--- config.mk ---
export PLATFORM = sky130hd
export DESIGN_NAME = regReadStage
export DESIGN_NICKNAME = d
export VERILOG_FILES = /design/src/logic/physRegPkg.sv /design/src/logic/issuePktPkg.sv /design/src/logic/operandBypass.sv /design/src/logic/physRegFile.sv /design/src/logic/readyScoreboard.sv /design/src/logic/regReadStage.sv
export SDC_FILE = /design/constraint.sdc
export NUM_CORES = 2
export LEC_CHECK = 0
export BUFFER_PORTS_ARGS = -buffer_cell sky130_fd_sc_hd__buf_4
export CELL_PAD_IN_SITES_DETAIL_PLACEMENT = 0
export CELL_PAD_IN_SITES_GLOBAL_PLACEMENT = 2
export CORE_MARGIN = 5
export CORE_UTILIZATION = 47
export DETAILED_ROUTE_END_ITERATION = 8
export PLACE_DENSITY_LB_ADDON = 0.1
export SLEW_MARGIN = 0
export SYNTH_ARGS = -nofsm -noshare
export SYNTH_HDL_FRONTEND = slang
export SYNTH_SLANG_ARGS = --single-unit
export TNS_END_PERCENT = 50
--- constraint.sdc ---
create_clock -name clk -period 6.5 [get_ports clk]
set_input_delay 1.3 -clock clk [delete_from_list [all_inputs] [get_ports clk]]
set_output_delay 1.3 -clock clk [all_outputs]
set_load 0.03 [all_outputs]
--- src/logic/physRegPkg.sv ---
// physical register file sizes, tag and data types.
// writeback lane packet and scoreboard update types.
`default_nettype none

package physRegPkg;

  localparam int numPhysRegs = 32;
  localparam int physTagBits = 5;
  localparam int numArchRegs = 8;   // mapped at reset.
  localparam int dataBits    = 32;
  localparam int numWbLanes  = 2;
  localparam int numReadPorts = 4;  // two sources per issue lane.
  localparam int numTagPorts = 2;   // unmap and wakeup ports each.

  typedef logic [physTagBits-1:0] physTag_t;
  typedef logic [dataBits-1:0]    regData_t;
  typedef logic [numPhysRegs-1:0] readyVec_t;

  // one writeback lane, also the bypass source.
  typedef struct packed {
    logic     valid;
    physTag_t dest;
    regData_t data;
  } wbPkt_t;

  // unmap or wakeup request for the scoreboard.
  typedef struct packed {
    logic     valid;
    physTag_t tag;
  } tagReq_t;

  // architectural registers hold values after reset.
  localparam readyVec_t readyResetVec =
    {{(numPhysRegs-numArchRegs){1'b0}}, {numArchRegs{1'b1}}};

endpackage

`default_nettype wire

--- src/logic/issuePktPkg.sv ---
// opcode classes and branch mask type.
// issue packet, operand packet and branch squash request.
`default_nettype none

package issuePktPkg;

  import physRegPkg::*;

  localparam int numIssueLanes  = 2;
  localparam int numCheckpoints = 4;

  typedef logic [$clog2(numCheckpoints)-1:0] ckptId_t;
  typedef logic [numCheckpoints-1:0]         brMask_t;

  // passed through the stage untouched.
  typedef enum logic [2:0] {
    OP_ALU    = 3'd0,
    OP_MUL    = 3'd1,
    OP_LOAD   = 3'd2,
    OP_STORE  = 3'd3,
    OP_BRANCH = 3'd4
  } opClass_t;

  typedef struct packed {
    logic     valid;
    brMask_t  brMask;
    physTag_t src1;
    physTag_t src2;
    physTag_t dest;
    opClass_t opClass;
  } issuePkt_t;

  typedef struct packed {
    issuePkt_t pkt;
    regData_t  src1Data;
    regData_t  src2Data;
  } operandPkt_t;

  // branch resolution from execute.
  typedef struct packed {
    logic    verified;
    logic    mispredict;
    ckptId_t ckptId;
  } squashReq_t;

endpackage

`default_nettype wire

--- src/logic/operandBypass.sv ---
// source operand selection.
// writeback bus tag match with register file fallback.
`default_nettype none

module operandBypass
  import physRegPkg::*;
(
  input  physTag_t rdTags_i   [numReadPorts],
  input  regData_t fileData_i [numReadPorts],
  input  wbPkt_t   wbLanes_i  [numWbLanes],
  output regData_t operands_o [numReadPorts]
);

  logic [numWbLanes-1:0] hit [numReadPorts];

  // tag compare per read port and lane.
  always_comb begin
    for (int p = 0; p < numReadPorts; p++) begin
      for (int l = 0; l < numWbLanes; l++) begin
        hit[p][l] = wbLanes_i[l].valid && (wbLanes_i[l].dest == rdTags_i[p]);
      end
    end
  end

  // scan from the top lane down so the lowest hit is the last one taken.
  always_comb begin
    for (int p = 0; p < numReadPorts; p++) begin
      operands_o[p] = fileData_i[p];
      for (int l = numWbLanes - 1; l >= 0; l--) begin
        if (hit[p][l]) begin
          operands_o[p] = wbLanes_i[l].data;
        end
      end
    end
  end

endmodule

`default_nettype wire

--- src/logic/physRegFile.sv ---
// physical register storage.
// four asynchronous read ports, one write port per writeback lane.
`default_nettype none

module physRegFile
  import physRegPkg::*;
(
  input  wire logic clk,
  input  physTag_t  rdTags_i  [numReadPorts],
  output regData_t  rdData_o  [numReadPorts],
  input  wbPkt_t    wbLanes_i [numWbLanes],
  input  wire logic recover_i
);

  regData_t regs [numPhysRegs];

  // ==========================================================================
  // read ports
  // ==========================================================================

  always_comb begin
    for (int p = 0; p < numReadPorts; p++) begin
      rdData_o[p] = regs[rdTags_i[p]];
    end
  end

  // ==========================================================================
  // write ports
  // ==========================================================================

  // lanes written in order, so the higher lane wins on a shared dest.
  always_ff @(posedge clk) begin
    for (int l = 0; l < numWbLanes; l++) begin
      if (wbLanes_i[l].valid && !recover_i) begin
        regs[wbLanes_i[l].dest] <= wbLanes_i[l].data;
      end
    end
  end

endmodule

`default_nettype wire

--- src/logic/readyScoreboard.sv ---
// ready bit per physical register.
// unmap clears, wakeup and writeback sets, exception restore.
`default_nettype none

module readyScoreboard
  import physRegPkg::*;
(
  input  wire logic clk,
  input  wire logic rst_i,
  input  wire logic exception_i,
  input  tagReq_t   unmapLanes_i [numTagPorts],
  input  tagReq_t   wakeTags_i   [numTagPorts],
  input  wbPkt_t    wbLanes_i    [numWbLanes],
  output readyVec_t physRegReady_o
);

  readyVec_t readyQ;
  readyVec_t readyNext;

  always_comb begin
    readyNext = readyQ;
    for (int u = 0; u < numTagPorts; u++) begin
      if (unmapLanes_i[u].valid) readyNext[unmapLanes_i[u].tag] = 1'b0;
    end
    // sets come last and beat a clear of the same register.
    for (int w = 0; w < numTagPorts; w++) begin
      if (wakeTags_i[w].valid) readyNext[wakeTags_i[w].tag] = 1'b1;
    end
    for (int l = 0; l < numWbLanes; l++) begin
      if (wbLanes_i[l].valid) readyNext[wbLanes_i[l].dest] = 1'b1;
    end
  end

  always_ff @(posedge clk) begin
    if (rst_i || exception_i) begin
      readyQ <= readyResetVec;  // back to the architectural map.
    end else begin
      readyQ <= readyNext;
    end
  end

  assign physRegReady_o = readyQ;

endmodule

`default_nettype wire

--- src/logic/regReadStage.sv ---
// register read stage top level.
// register file, operand bypass, ready scoreboard, squash and output register.
`default_nettype none

module regReadStage
  import physRegPkg::*;
  import issuePktPkg::*;
(
  input  wire logic  clk,
  input  wire logic  rst_i,
  input  issuePkt_t  issueLanes_i [numIssueLanes],
  input  wbPkt_t     wbLanes_i    [numWbLanes],
  input  squashReq_t squash_i,
  input  wire logic  recover_i,
  input  wire logic  exception_i,
  input  tagReq_t    unmapLanes_i [numTagPorts],
  input  tagReq_t    wakeTags_i   [numTagPorts],
  output operandPkt_t readLanes_o [numIssueLanes],
  output readyVec_t  physRegReady_o
);

  physTag_t    rdTags   [numReadPorts];
  regData_t    fileData [numReadPorts];
  regData_t    operands [numReadPorts];
  issuePkt_t   issueLive [numIssueLanes];
  logic        mispredictEvent;
  operandPkt_t readQ    [numIssueLanes];

  // ==========================================================================
  // source tags, two read ports per lane
  // ==========================================================================

  always_comb begin
    for (int l = 0; l < numIssueLanes; l++) begin
      rdTags[2*l]   = issueLanes_i[l].src1;
      rdTags[2*l+1] = issueLanes_i[l].src2;
    end
  end

  physRegFile u_regFile (
    .clk       (clk),
    .rdTags_i  (rdTags),
    .rdData_o  (fileData),
    .wbLanes_i (wbLanes_i),
    .recover_i (recover_i)
  );

  // forwarding ignores recovery.
  operandBypass u_bypass (
    .rdTags_i   (rdTags),
    .fileData_i (fileData),
    .wbLanes_i  (wbLanes_i),
    .operands_o (operands)
  );

  readyScoreboard u_ready (
    .clk            (clk),
    .rst_i          (rst_i),
    .exception_i    (exception_i),
    .unmapLanes_i   (unmapLanes_i),
    .wakeTags_i     (wakeTags_i),
    .wbLanes_i      (wbLanes_i),
    .physRegReady_o (physRegReady_o)
  );

  // ==========================================================================
  // mispredict squash
  // ==========================================================================

  assign mispredictEvent = squash_i.verified && squash_i.mispredict;

  always_comb begin
    for (int l = 0; l < numIssueLanes; l++) begin
      issueLive[l] = issueLanes_i[l];
      // lane depends on the bad checkpoint.
      if (mispredictEvent && issueLanes_i[l].brMask[squash_i.ckptId]) begin
        issueLive[l].valid = 1'b0;
      end
    end
  end

  // ==========================================================================
  // output pipeline register
  // ==========================================================================

  always_ff @(posedge clk) begin
    for (int l = 0; l < numIssueLanes; l++) begin
      readQ[l].pkt      <= issueLive[l];
      readQ[l].src1Data <= operands[2*l];
      readQ[l].src2Data <= operands[2*l+1];
      if (rst_i) readQ[l].pkt.valid <= 1'b0;  // only valid is cleared.
    end
  end

  assign readLanes_o = readQ;

endmodule

`default_nettype wire

Yosys cells after proc, flatten, opt, wreduce, memory -nomap -nowiden
Memories as Yosys holds them, arrays and structs flattened.
Cells that the tools add are included.

word-level totals
  bits of input ports = 154
  memories = 1
  logic and storage cells = 104
  register bits after elaboration = 206
  output and inout port bits = 206
  memory bits (writable) = 1,024

operators by class
  $lt $le $gt $ge = 13
  bitwise gates (word level) = 8
  mux-type cells = 34
  reduce and logical (&&, ||, !) cells = 23
  equality and inequality tests = 8

memory list
  name            words  width  read ports  clocked after memory_dff  write ports  line               source
  u_regFile.regs  32     32     4           0                         2            physRegFile.sv:15  regData_t regs [numPhysRegs];

operators with widths
  cell                count
  $mux 32             14
  $or 32x32->32       4
  $and 32x32->32      2
  $not 32->32         2
  $eq 5x5->1          8
  $lt 5x6->1 const B  6
  $demux 1 s5         6
  $ge 5x1->1 const B  6
  $logic_and 1x1->1   19
  $mux 1              12
  $bmux 1 s2          2
  $reduce_or 2->1     2
  $lt 2x3->1 const B  1
  $logic_not 1->1     1
  $logic_or 1x1->1    1

Depth between registers and ports, before layout
  word-level depth = 17
  depth in mapped cells = 10
  mapped depth without buffers = 5

Cells and area by module
From an unflattened synthesis, not the netlist that was laid out.

second synthesis, totals
  cells, all modules = 8,220
  area, all modules = 89,098.0 um^2

modules (own cells, without submodules)
  module           sequential area each (um^2)  instances  cells each  area each (um^2)
  physRegFile      30,749.5                     1          7,076       79,052.1
  operandBypass    0.0                          1          705         4,194.0
  regReadStage     3,483.3                      1          180         3,560.9
  readyScoreboard  640.6                        1          259         2,290.9

Least setup slack after synthesis
Ideal clock, no wire load.

  path kind = input to register
  from = input port wbLanes_i[75] (netlist bit)
  to = memory u_regFile.regs[16][0] (netlist bit), enable pin
  path buffers = 1
  library setup time = 466 ps
  setup slack = 1,325 ps
  data arrival time = 4,709 ps
  required time = 6,034 ps
  stages = 4
  path through = clkbuf_1 nor3b_1 nand2b_1 o21ai_0

RTL lines
  what                line                source
  start: declaration  regReadStage.sv:12  input wbPkt_t wbLanes_i [numWbLanes],
  end: declaration    physRegFile.sv:15

==> impl_metrics.csv <==
group,metric,value,unit
clock_network,cts_resized,0,
synthesis,syn_area,85200,µm²
sta,rsz0062_at_grt,"no",
grt,grt_start_max_net_pins,124,
layout,nets,5838,
place,globalplace.congestion,0.883,
route,drtAntennaViolNets,0,
route,wl_per_cell,46.8,µm
worst_setup_path,crit_top_cell,"buf_4",
route,vias,64100,
place,dp.final_hpwl,221000,µm
sta,finalHoldViolations,0,
route,drtIter0Drc,10800,
clock_network,cts_max_level,4,
clock_network,clock_path_buffers,3,
synthesis,seq_area_frac_synth,0.409,
place,post-place-ws,1740,ps
worst_setup_path,crit_slowest_cell,"nand2_4",
clock_network,postCtsSetupBuffers,0,
floorplan,dieArea,190000,µm²
clock_network,cts.clk_slew.worst_paths,60,ps
grt,track_usage,0.394,
layout,mostFrequentLayoutCells,"1045 x mux4_2, 1024 x edfxtp_1, 905 x mux2_2, 509 x buf_4, 410 x mux2i_1",
clock_network,cts_hold_buf,0,
synthesis,ys_ff_latch,1230,
layout,layout_commonest_cell,"mux4_2",
power_and_ir_drop,peakVddDrop,0.177,mV
grt,grt_remaining_overflow,0,
route,via_per_inst,7.82,
clock_network,cts_buffers,150,
sta,fin_hold_ws,455,ps
worst_setup_path,critPathCapture,"u_regFile.regs[18][9]",
grt,antenna_found_initial,21,
worst_setup_path,startpoint_type,"input pin",
synthesis,synth_cells,5773,
synthesis,postSynthAreaPerCell,14.8,µm²
synthesis,synthTopCellsByArea,"edfxtp_1 36%, mux4_2 28%, mux2_2 12%",
clock_network,insertion_delay,850,ps
layout,final_util,0.524,
sta,slew_headroom,0.0351,
floorplan,fp.dieW,436,µm
synthesis,synth_fp_nets,5927,
worst_setup_path,critPathBufInv,2,
worst_setup_path,reg2reg_slack,4080,ps
sta,timing.final.crit_period,4040,ps
sta,setup_slack,2460,ps
worst_setup_path,r2r-end,"readLanes_o[1]",
floorplan,row_count,156,
clock_network,tritoncts,"yes",
worst_setup_path,crit_path_start,"wbLanes_i[33]",
synthesis,yosys.cell_types.count,62,
synthesis,synth_edf_count,1024,
floorplan,fp.coreArea,181000,µm²
grt,grt_pass1_vias,61700,
synthesis,yosysTopAreaCellShare,0.361,
worst_setup_path,reg2reg_depth,5,
sta,clock_skew,33.1,ps
floorplan,die_h,436,µm
worst_setup_path,r2r-start,"u_regFile.regs[2][1]",
worst_hold_path,hold_class,"flip-flop to flip-flop",
sta,max_clock_freq,248,MHz
sta,setup_violations,0,
clock_network,clock-sinks,1230,
route,first_pass_iters,6,
grt,grt_pass1_wl,518000,µm
place,portBuffers,359,
layout,drive_gt1_frac,0.488,
sta,worst_slew_pin_slew,1440,ps
worst_setup_path,critical_path_depth,7,
clock_network,cts_root_buf,"clkbuf_16",
worst_setup_path,end_kind,"flip-flop",
layout,area_growth,11.2,%
sta,fin_setup_tns,0,ps
worst_setup_path,crit_required,6960,ps
sta,fin_crit_sh,0.621,
synthesis,async_reset_ff_frac,0,
floorplan,io_pins,360,
outcome,status,"completed",
place,place_area,89800,µm²
route,routed_wl,384000,µm
power_and_ir_drop,p_leak,31.8,nW
synthesis,yosysTopAreaCell,"edfxtp_1",
synthesis,ys_warn_count,0,
floorplan,initial_core_util,0.472,
power_and_ir_drop,p_per_area,225,nW/µm²
worst_setup_path,criticalPathCategory,"input pin to flip-flop",
run,maxCapViolCount,0,
worst_setup_path,crit_path_max_incr_delay,690,ps
route,drc_errors,0,
synthesis,synth_flop_cell,"edfxtp_1",
layout,fin_area,94700,µm²
worst_setup_path,critical_path_arrival,4490,ps
worst_setup_path,cpLargestDelayFamily,"simple AND/OR/NAND/NOR gates",
worst_setup_path,worstPathCellList,"buf_4 -> nand2_1 -> or2_2 -> nor2_1 -> nand2_4 -> o21ai_4 -> buf_4",
worst_setup_path,cp_max_fo,33,
sta,slew_viol_final,0,
synth_stat cells (18+ instances only):
cell      number
a21oi_1       34
edfxtp_1    1024
nor2_1        66
clkbuf_1     395
nor2b_1       22
mux2_1        49
buf_2        209
a22oi_1      315
a31oi_1       18
dfxtp_1      206
nor3b_1       21
o21ai_0      198
buf_1        110
a221oi_1      45
mux2i_1      410
inv_1         23
mux2_2       905
buf_4         48
mux4_2      1045
a221o_1       27
nand3_1       38
nand4_1       33
o22ai_1       47
nand2b_1      21
xnor2_1       24
nand2_1      234
nand4b_1      29
flip-flops by register name, summed over array words and instances (netlist names):
signal / count
readLanes_o: 174
u_ready.physRegReady_o: 32
u_regFile.regs: 1024
layout make-up:
| class | count | area (µm²) |
|---|---|---|
| antenna | 18 | 45.0 |
| fill | 15000 | 85900 |
| clock inverter | 69 | 726 |
| timing repair buffer | 545 | 4480 |
| tap | 2370 | 2970 |
| multi-input combinational | 3733 | 47300 |
| inverter | 24 | 92.6 |
| sequential | 1230 | 34900 |
| clock buffer | 212 | 4170 |
worst min path at each step:
stage / from / endpoint / slack (ps) / cells after the start
6_report: u_ready.physRegReady_o[22] / u_ready.physRegReady_o[22] / 450 / 2
3_3_place_gp: u_ready.physRegReady_o[22] / u_ready.physRegReady_o[22] / 450 / 2
3_5_place_dp: u_ready.physRegReady_o[29] / u_ready.physRegReady_o[29] / 450 / 2
4_1_cts: u_ready.physRegReady_o[22] / u_ready.physRegReady_o[22] / 460 / 2
2_1_floorplan: u_ready.physRegReady_o[28] / u_ready.physRegReady_o[28] / 580 / 2
5_1_grt: u_ready.physRegReady_o[26] / u_ready.physRegReady_o[26] / 490 / 2
tightest hold or removal path, cell delays in order, from the launching register on:
cell and delay [ps]:
dfxtp_1 310, nand2_1 50, a21oi_1 50
per-stage QoR:
step           std cells  total power [mW]
4_1_cts             8183              21.2
3_3_place_gp        7902              12.7
3_5_place_dp        7902              12.8
2_1_floorplan       5773              11.4
6_report            8201              21.3
5_1_grt             8188              21.8
cells by family (layout without fill, tap and decap cells):
family | Yosys count | count (layout) | synth area share
buf+inv | 810 | 850 | 0.0437
flops | 1230 | 1230 | 0.409
xor+xnor | 40 | 40 | 0.00411
simple gates | 545 | 545 | 0.0325
mux | 2409 | 2409 | 0.451
compound gates | 739 | 739 | 0.0595
other cells | 0 | 18 | 0
where the power goes:
part | total, mW | internal [mW] | switching [mW]
clock | 8.58 | 4.87 | 3.71
sequential | 8.97 | 8.78 | 0.192
combinational | 3.71 | 1.53 | 2.18
layer usage:
metal,part of all wire,GRT usage,vias to the layer above
li1,-,-,23800
met1,0.36,0.520,33500
met2,0.43,0.573,5679
met3,0.14,0.128,1171
met4,0.070,0.228,16
met5,0.00035,0,-
(Power assumes the default switching activity.)
